<file path="config.mk">
export PLATFORM = sky130hd
export DESIGN_NAME = sh_ex_ma
export DESIGN_NICKNAME = d
export VERILOG_FILES = /design/src/hw/sh_pkg.sv /design/src/hw/sh_alu.sv /design/src/hw/sh_execute.sv /design/src/hw/sh_ma_stage.sv /design/src/hw/sh_bus_access.sv /design/src/hw/sh_ex_ma.sv
export VERILOG_INCLUDE_DIRS = /design/src /design/src/hw
export SDC_FILE = /design/constraint.sdc
export NUM_CORES = 1
export LEC_CHECK = 0
export ABC_AREA = 0
export BUFFER_PORTS_ARGS = -buffer_cell sky130_fd_sc_hd__buf_2
export CORE_MARGIN = 2
export CORE_UTILIZATION = 45
export DETAILED_ROUTE_END_ITERATION = 12
export PLACE_DENSITY = 0.65
export SLEW_MARGIN = 20
export SYNTH_ARGS = -nofsm -noshare
export SYNTH_HDL_FRONTEND = slang
export SYNTH_SLANG_ARGS = --single-unit
</file>
<file path="constraint.sdc">
create_clock -name CLK -period 7 [get_ports CLK]
set_input_delay 1.05 -clock CLK [delete_from_list [all_inputs] [get_ports CLK]]
set_output_delay 1.05 -clock CLK [all_outputs]
set_load 0.05 [all_outputs]
</file>
<file path="src/hw/sh_macros.svh">
`ifndef SH_MACROS_SVH
`define SH_MACROS_SVH

// Data bus and address width
`define SH_DATA_W 32

// Byte lanes on the data bus, lane 3 is bits 31:24
`define SH_LANES 4

// Immediate field width taken from the instruction word
`define SH_IMM_W 8

`endif

</file>
<file path="src/hw/sh_pkg.sv">
`default_nettype none

`include "sh_macros.svh"

package sh_pkg;

	typedef logic [`SH_DATA_W-1:0] word_t;
	typedef logic [`SH_LANES-1:0]  lanes_t;
	typedef logic [`SH_IMM_W-1:0]  imm_field_t;

	// ALU function select
	typedef enum logic [2:0] {
		ALU_ADD,
		ALU_SUB,
		ALU_AND,
		ALU_OR,
		ALU_XOR,
		ALU_SHLL,
		ALU_SHLR,
		ALU_PASS
	} alu_op_t;

	// Immediate extension kind
	typedef enum logic [1:0] {
		IMM_Z4,
		IMM_Z8,
		IMM_S8
	} imm_kind_t;

	// Access size, also scales the immediate
	typedef enum logic [1:0] {
		SZ_BYTE,
		SZ_WORD,
		SZ_LONG
	} mem_sz_t;

endpackage

`default_nettype wire

</file>
<file path="src/hw/sh_alu.sv">
`timescale 1ns/100ps
`default_nettype none

`include "sh_macros.svh"

module sh_alu
	import sh_pkg::*;
(
	input  alu_op_t alu_op,
	input  word_t   op_a,
	input  word_t   op_b,
	output word_t   result,
	output logic    t_flag
);

	// Extra top bit holds carry out or borrow
	logic [`SH_DATA_W:0] sum;
	logic [`SH_DATA_W:0] diff;
	word_t               log_res;

	assign sum  = {1'b0, op_a} + {1'b0, op_b};
	assign diff = {1'b0, op_a} - {1'b0, op_b};

	always_comb begin
		case (alu_op)
			ALU_AND: log_res = op_a & op_b;
			ALU_OR:  log_res = op_a | op_b;
			default: log_res = op_a ^ op_b;
		endcase
	end

	// ************************************************************
	// Result and T select
	// ************************************************************
	always_comb begin
		result = op_b;
		t_flag = 1'b0;
		case (alu_op)
			ALU_ADD: begin
				result = sum[`SH_DATA_W-1:0];
				t_flag = sum[`SH_DATA_W];
			end
			ALU_SUB: begin
				result = diff[`SH_DATA_W-1:0];
				t_flag = diff[`SH_DATA_W];
			end
			ALU_AND, ALU_OR, ALU_XOR: begin
				result = log_res;
				t_flag = ~|log_res;
			end
			ALU_SHLL: begin
				result = {op_a[`SH_DATA_W-2:0], 1'b0};
				t_flag = op_a[`SH_DATA_W-1];
			end
			ALU_SHLR: begin
				result = {1'b0, op_a[`SH_DATA_W-1:1]};
				t_flag = op_a[0];
			end
			default: begin
				result = op_b;
				t_flag = 1'b0;
			end
		endcase
	end

endmodule

`default_nettype wire

</file>
<file path="src/hw/sh_execute.sv">
`timescale 1ns/100ps
`default_nettype none

`include "sh_macros.svh"

module sh_execute
	import sh_pkg::*;
(
	input  word_t      reg_a,
	input  word_t      reg_b,
	input  logic       src_imm,
	input  imm_kind_t  imm_kind,
	input  imm_field_t imm_field,
	input  mem_sz_t    op_sz,
	input  alu_op_t    alu_op,
	output word_t      ex_res,
	output word_t      ex_wd,
	output logic       ex_t
);

	word_t imm_ext;
	word_t imm_val;
	word_t op_b;

	// Immediate extension
	always_comb begin
		case (imm_kind)
			IMM_Z4:  imm_ext = {{(`SH_DATA_W-4){1'b0}}, imm_field[3:0]};
			IMM_S8:  imm_ext = {{(`SH_DATA_W-`SH_IMM_W){imm_field[`SH_IMM_W-1]}}, imm_field};
			default: imm_ext = {{(`SH_DATA_W-`SH_IMM_W){1'b0}}, imm_field};
		endcase
	end

	// Scale by access size
	always_comb begin
		case (op_sz)
			SZ_WORD: imm_val = {imm_ext[`SH_DATA_W-2:0], 1'b0};
			SZ_LONG: imm_val = {imm_ext[`SH_DATA_W-3:0], 2'b00};
			default: imm_val = imm_ext;
		endcase
	end

	assign op_b = src_imm ? imm_val : reg_b;

	// Store data is always the second register
	assign ex_wd = reg_b;

	sh_alu i_alu (
		.alu_op (alu_op),
		.op_a   (reg_a),
		.op_b   (op_b),
		.result (ex_res),
		.t_flag (ex_t)
	);

endmodule

`default_nettype wire

</file>
<file path="src/hw/sh_ma_stage.sv">
`timescale 1ns/100ps
`default_nettype none

`include "sh_macros.svh"

module sh_ma_stage
	import sh_pkg::*;
(
	input  logic    CLK,
	input  logic    RST_N,
	input  logic    issue,
	input  word_t   ex_res,
	input  word_t   ex_wd,
	input  logic    ex_t,
	input  logic    mem_rd,
	input  logic    mem_wr,
	input  mem_sz_t op_sz,
	input  logic    bus_wait,
	output logic    busy,
	output logic    ma_done,
	output logic    ma_valid,
	output word_t   ma_res,
	output word_t   ma_wd,
	output logic    ma_t,
	output logic    ma_rd,
	output logic    ma_wr,
	output mem_sz_t ma_sz
);

	logic ma_mem;

	assign ma_mem  = ma_rd | ma_wr;
	assign busy    = ma_valid & ma_mem & bus_wait;
	assign ma_done = ma_valid & (~ma_mem | ~bus_wait);

	// Bubbles carry no access
	always_ff @(posedge CLK or negedge RST_N) begin
		if (!RST_N) begin
			ma_valid <= 1'b0;
			ma_rd    <= 1'b0;
			ma_wr    <= 1'b0;
		end else if (!busy) begin
			ma_valid <= issue;
			ma_rd    <= issue & mem_rd;
			ma_wr    <= issue & mem_wr;
		end
	end

	always_ff @(posedge CLK) begin
		if (!busy) begin
			ma_res <= ex_res;
			ma_wd  <= ex_wd;
			ma_t   <= ex_t;
			ma_sz  <= op_sz;
		end
	end

	// Decoder never issues a read-modify-write here
	a_rd_wr_excl: assert property (@(posedge CLK) disable iff (!RST_N)
		(issue && !busy) |-> !(mem_rd && mem_wr))
		else $error("load and store issued together");

	// Stalled issue and its fields are held by the source
	a_hold_stable: assert property (@(posedge CLK) disable iff (!RST_N)
		(busy && issue) |=> (issue && $stable({ex_res, ex_wd, ex_t, op_sz, mem_rd, mem_wr})))
		else $error("issue payload changed under bus wait");

endmodule

`default_nettype wire

</file>
<file path="src/hw/sh_bus_access.sv">
`timescale 1ns/100ps
`default_nettype none

`include "sh_macros.svh"

module sh_bus_access
	import sh_pkg::*;
(
	input  logic    CLK,
	input  logic    RST_N,
	input  logic    ma_valid,
	input  logic    ma_done,
	input  logic    ma_rd,
	input  logic    ma_wr,
	input  logic    ma_t,
	input  word_t   ma_res,
	input  word_t   ma_wd,
	input  mem_sz_t ma_sz,
	input  word_t   bus_di,
	output word_t   bus_a,
	output word_t   bus_do,
	output logic    bus_wr,
	output logic    bus_req,
	output lanes_t  bus_ba,
	output logic    res_valid,
	output logic    res_t,
	output word_t   res_data
);

	lanes_t lanes;
	word_t  rd_shift;
	word_t  rd_data;

	// ************************************************************
	// Bus drive
	// ************************************************************
	assign bus_req = ma_valid & (ma_rd | ma_wr);
	assign bus_a   = ma_res;
	assign bus_wr  = ma_wr & bus_req;

	// Big endian, offset 0 sits on lane 3
	always_comb begin
		case (ma_sz)
			SZ_BYTE: lanes = lanes_t'(4'b1000 >> ma_res[1:0]);
			SZ_WORD: lanes = ma_res[1] ? lanes_t'(4'b0011) : lanes_t'(4'b1100);
			default: lanes = '1;
		endcase
	end

	assign bus_ba = lanes & {`SH_LANES{bus_req}};

	always_comb begin
		case (ma_sz)
			SZ_BYTE: bus_do = {`SH_LANES{ma_wd[7:0]}};
			SZ_WORD: bus_do = {2{ma_wd[15:0]}};
			default: bus_do = ma_wd;
		endcase
	end

	// ************************************************************
	// Load alignment
	// ************************************************************
	always_comb begin
		case (ma_sz)
			SZ_BYTE: rd_shift = bus_di >> {~ma_res[1:0], 3'b000};
			SZ_WORD: rd_shift = bus_di >> {~ma_res[1], 4'b0000};
			default: rd_shift = bus_di;
		endcase
		case (ma_sz)
			SZ_BYTE: rd_data = {{(`SH_DATA_W-8){rd_shift[7]}}, rd_shift[7:0]};
			SZ_WORD: rd_data = {{(`SH_DATA_W-16){rd_shift[15]}}, rd_shift[15:0]};
			default: rd_data = rd_shift;
		endcase
	end

	// Write-back register
	always_ff @(posedge CLK or negedge RST_N) begin
		if (!RST_N) begin
			res_valid <= 1'b0;
		end else begin
			res_valid <= ma_done;
		end
	end

	always_ff @(posedge CLK) begin
		if (ma_done) begin
			res_data <= ma_rd ? rd_data : ma_res;
			res_t    <= ma_t;
		end
	end

	// Address, lanes and write data hold until the access ends
	a_bus_hold: assert property (@(posedge CLK) disable iff (!RST_N)
		(bus_req && !ma_done) |=> (bus_req && $stable({bus_a, bus_do, bus_ba, bus_wr})))
		else $error("bus access changed before it ended");

endmodule

`default_nettype wire

</file>
<file path="src/hw/sh_ex_ma.sv">
`timescale 1ns/100ps
`default_nettype none

`include "sh_macros.svh"

module sh_ex_ma
	import sh_pkg::*;
(
	input  logic       CLK,
	input  logic       RST_N,
	input  logic       issue,
	input  alu_op_t    alu_op,
	input  logic       src_imm,
	input  imm_kind_t  imm_kind,
	input  imm_field_t imm_field,
	input  mem_sz_t    op_sz,
	input  logic       mem_rd,
	input  logic       mem_wr,
	input  word_t      reg_a,
	input  word_t      reg_b,
	input  word_t      bus_di,
	input  logic       bus_wait,
	output logic       busy,
	output word_t      bus_a,
	output word_t      bus_do,
	output logic       bus_wr,
	output lanes_t     bus_ba,
	output logic       bus_req,
	output logic       res_valid,
	output word_t      res_data,
	output logic       res_t
);

	word_t   ex_res;
	word_t   ex_wd;
	logic    ex_t;

	logic    ma_valid;
	logic    ma_done;
	word_t   ma_res;
	word_t   ma_wd;
	logic    ma_t;
	logic    ma_rd;
	logic    ma_wr;
	mem_sz_t ma_sz;

	sh_execute i_execute (
		.reg_a     (reg_a),
		.reg_b     (reg_b),
		.src_imm   (src_imm),
		.imm_kind  (imm_kind),
		.imm_field (imm_field),
		.op_sz     (op_sz),
		.alu_op    (alu_op),
		.ex_res    (ex_res),
		.ex_wd     (ex_wd),
		.ex_t      (ex_t)
	);

	sh_ma_stage i_ma_stage (
		.CLK      (CLK),
		.RST_N    (RST_N),
		.issue    (issue),
		.ex_res   (ex_res),
		.ex_wd    (ex_wd),
		.ex_t     (ex_t),
		.mem_rd   (mem_rd),
		.mem_wr   (mem_wr),
		.op_sz    (op_sz),
		.bus_wait (bus_wait),
		.busy     (busy),
		.ma_done  (ma_done),
		.ma_valid (ma_valid),
		.ma_res   (ma_res),
		.ma_wd    (ma_wd),
		.ma_t     (ma_t),
		.ma_rd    (ma_rd),
		.ma_wr    (ma_wr),
		.ma_sz    (ma_sz)
	);

	sh_bus_access i_bus_access (
		.CLK       (CLK),
		.RST_N     (RST_N),
		.ma_valid  (ma_valid),
		.ma_done   (ma_done),
		.ma_rd     (ma_rd),
		.ma_wr     (ma_wr),
		.ma_t      (ma_t),
		.ma_res    (ma_res),
		.ma_wd     (ma_wd),
		.ma_sz     (ma_sz),
		.bus_di    (bus_di),
		.bus_a     (bus_a),
		.bus_do    (bus_do),
		.bus_wr    (bus_wr),
		.bus_req   (bus_req),
		.bus_ba    (bus_ba),
		.res_valid (res_valid),
		.res_t     (res_t),
		.res_data  (res_data)
	);

endmodule

`default_nettype wire

</file>
==> summary.txt <==
status: completed
Worst-Margin Slew: 1.111 ns
placed cells: 1885
clock root buffer: clkbuf_16
most instantiated cells after synthesis: a21oi_1 (181), nor2_1 (167), nand2_1 (147)
final hold violations: 0
IO Pins: 223
CP max stage delay: 0.48 ns
row cnt: 57
largest net degree at the start of global routing: 94
Async S/R FF share, synth: 0.03846
CTS tree: yes
R2R depth: 7
Total GRT Usage: 0.3216
most used cell, CP: inv_1
layout cells sized above 1: 0.1966
Post-synth EDFFs: 100
first-pass GRT wire length: 64160 um
Reg clk slew, reported paths: 0.07 ns
Synth top area share: 0.2700
WP data arrival: 5.42 ns
Max-slew headroom: 0.2589
Syn Std Cell Area: 11120 um2
synth warn: 0
nets@finish: 1791
Residual DRC: 0
Mapped Nets: 1648
Layout area overhead: 13.78%
peak supply drop: 0.1530 mV
CP top delay family: compound AO/OA/AOI/OAI gates
hold_buf cts: 0
clock buffer depth: 2
Critical Path RT: 7.07 ns
routed vias: 11690
CTS Buf Count: 9
sequential area share after synthesis: 0.2790
Crit Path Class: in -> reg
clk sink count: 104
Synth Register Bits: 104
antenna-violating nets left: 0
Wirelength per Cell: 22.63 um
Max Cap Violations: 0
Worst R2R Start: i_ma_stage.ma_sz[1]$_DFFE_PN_
global route total overflow: 0
Cell variety after synth: 81
top post-synthesis cells by area: edfxtp_1 (27%), ha_1 (11%), a21oi_1 (8.1%)
setup violators final: 0
RSZ-0062 raised after global routing: false
vias in the first global route: 10730
Worst R2R Setup Slack: 2.99 ns
die width: 161.2 um
CP Cell Sequence: buf_2, inv_1, ha_1, inv_1, and3_1, a21oi_1, a21oi_1, inv_1, ha_1, nor3_1, o31a_1, o311ai_1, o21ai_1, a211oi_1, nor2_1, a211oi_1, xnor2_1, o22ai_1
Post-Route WL: 43060 um
H-tree depth: 3
setup_tns: 0 ns
skew final: 0.008919 ns
main flop type after synthesis: edfxtp_1
Worst Hold Class: in -> async
power density cells: 209.6 nW/um2
initial drt markers: 1632
Avg Vias per Cell: 6.141
Avg Cell Area, Syn: 7.783 um2
Cells after Synth: 1429
initial antenna violation count: 2
Fmax: 186.8 MHz
DIE HEIGHT: 161.2 um
initial core utilization: 0.4573
PortBufs: 222
Worst Path Buf+Inv: 4
Skew-Pair Late Insertion Delay: 0.34 ns
cell at the slowest stage of the critical path: a211oi_1
Leak: 5.734 nW
post-cts resize count: 0
die area: 25990 um2
Placer Congestion: 0.9673
Worst Setup Start Kind: primary input
Tmin final: 5.353 ns
Tcrit/Tclk final: 0.7648
Slew Viols, Final: 0
cell taking the most area after synthesis: edfxtp_1
Finished Layout Cells: 1903
R2R Path End: i_bus_access.res_data[17]$_DFFE_PP_
setup bufs post-CTS: 0
Core Area: 24320 um2
hpwl dp: 33690 um
first-pass iteration count of the detailed router: 6
cell with the most instances after synthesis: a21oi_1
critical path peak fanout: 15
CP Capture Type: register
## stage by stage
stage | setup slack, ns | utilization | total power [mW] | hold slack (ns) | instance area (um2)
2_1_floorplan | 2.111 | - | 1.764 | 0.4003 | 11120
3_3_place_gp | 1.450 | 0.5074 | 2.124 | 0.4940 | 12340
3_5_place_dp | 1.412 | 0.5076 | 2.126 | 0.4969 | 12340
4_1_cts | 1.760 | 0.5201 | 2.638 | 0.4856 | 12650
5_1_grt | 1.339 | 0.5201 | 2.772 | 0.4854 | 12650
6_report | 1.647 | 0.5203 | 2.652 | 0.4919 | 12650
## flip-flops by register name, indices dropped and copies added (netlist names)
signal / cells
i_bus_access.res_valid: 1
i_ma_stage.ma_sz: 2
i_bus_access.res_t: 1
i_bus_access.res_data: 32
i_ma_stage.ma_wr: 1
i_ma_stage.ma_valid: 1
i_ma_stage.ma_rd: 1
i_ma_stage.ma_t: 1
i_ma_stage.ma_wd: 32
i_ma_stage.ma_res: 32
## metal layers
layer  global-route usage  part of all wire  wire length, um  up-vias
li1                     -                 -                -     5437
met1               0.4436              0.43            18330     5542
met2               0.5193              0.46            19590      623
met3              0.04083             0.083             3564       82
met4               0.1181             0.036             1554        2
met5                    0           0.00026               11        -
## cells by family after synthesis
logic type | Yosys count | synth area share
AO/OA/AOI/OAI | 494 | 0.2815
buffers and inverters | 218 | 0.07774
AND/OR/NAND/NOR | 444 | 0.1755
multiplexers | 48 | 0.05557
flip-flops | 104 | 0.2790
adder cells (fa/ha/maj) | 101 | 0.1150
XOR/XNOR | 20 | 0.01575
## worst max-delay path by stage
| stage | to | cells past startpoint | startpoint | slack, ns |
|---|---|---|---|---|
| after floorplan | i_ma_stage.ma_t$_DFFE_PN_ | 17 | op_sz[0] | 2.11 |
| after global placement | i_ma_stage.ma_t$_DFFE_PN_ | 17 | op_sz[0] | 1.45 |
| after detailed placement | i_ma_stage.ma_t$_DFFE_PN_ | 17 | op_sz[0] | 1.41 |
| after CTS | i_ma_stage.ma_t$_DFFE_PN_ | 17 | op_sz[0] | 1.76 |
| after global routing | i_ma_stage.ma_t$_DFFE_PN_ | 17 | op_sz[0] | 1.34 |
| final | i_ma_stage.ma_res[29]$_DFFE_PN_ | 18 | op_sz[0] | 1.65 |
## report_power, final
part / leakage, nW / switching [mW] / internal [mW] / total [mW]
Clock: 0.153 / 0.225 / 0.289 / 0.514
Sequential: 1.07 / 0.0524 / 0.792 / 0.844
Combinational: 4.51 / 0.922 / 0.372 / 1.29
## cells in the final DEF (no fill, tap or decap), types with 6 or more instances in the layout
master	n
nand4_1	8
inv_1	100
a22oi_1	13
nand2_1	146
a211oi_1	33
ha_1	99
nor2b_1	9
inv_2	10
o221ai_1	10
nor4_1	8
nor2_1	166
o211ai_1	10
nand3_1	19
a31oi_1	20
a21o_1	43
nand2b_1	6
buf_4	17
buf_2	221
a21oi_1	181
nor3_1	41
mux2_2	19
edfxtp_1	100
o31ai_1	12
o21ai_0	78
clkbuf_16	9
xnor2_1	17
and3_1	9
o31a_1	6
mux2i_1	19
mux4_2	9
o21ai_1	19
o22ai_1	8
## cell type report
cell class / count / area [um2]
inverter: 111 / 416.7
clock buffer: 10 / 239.0
tap: 324 / 405.4
clock inverter: 6 / 66.31
multi-input combinational: 1107 / 7166
sequential: 104 / 3103
antenna: 2 / 5.005
timing repair buffer: 239 / 1254
fill: 2390 / 11660
(Power assumes the default switching activity.)
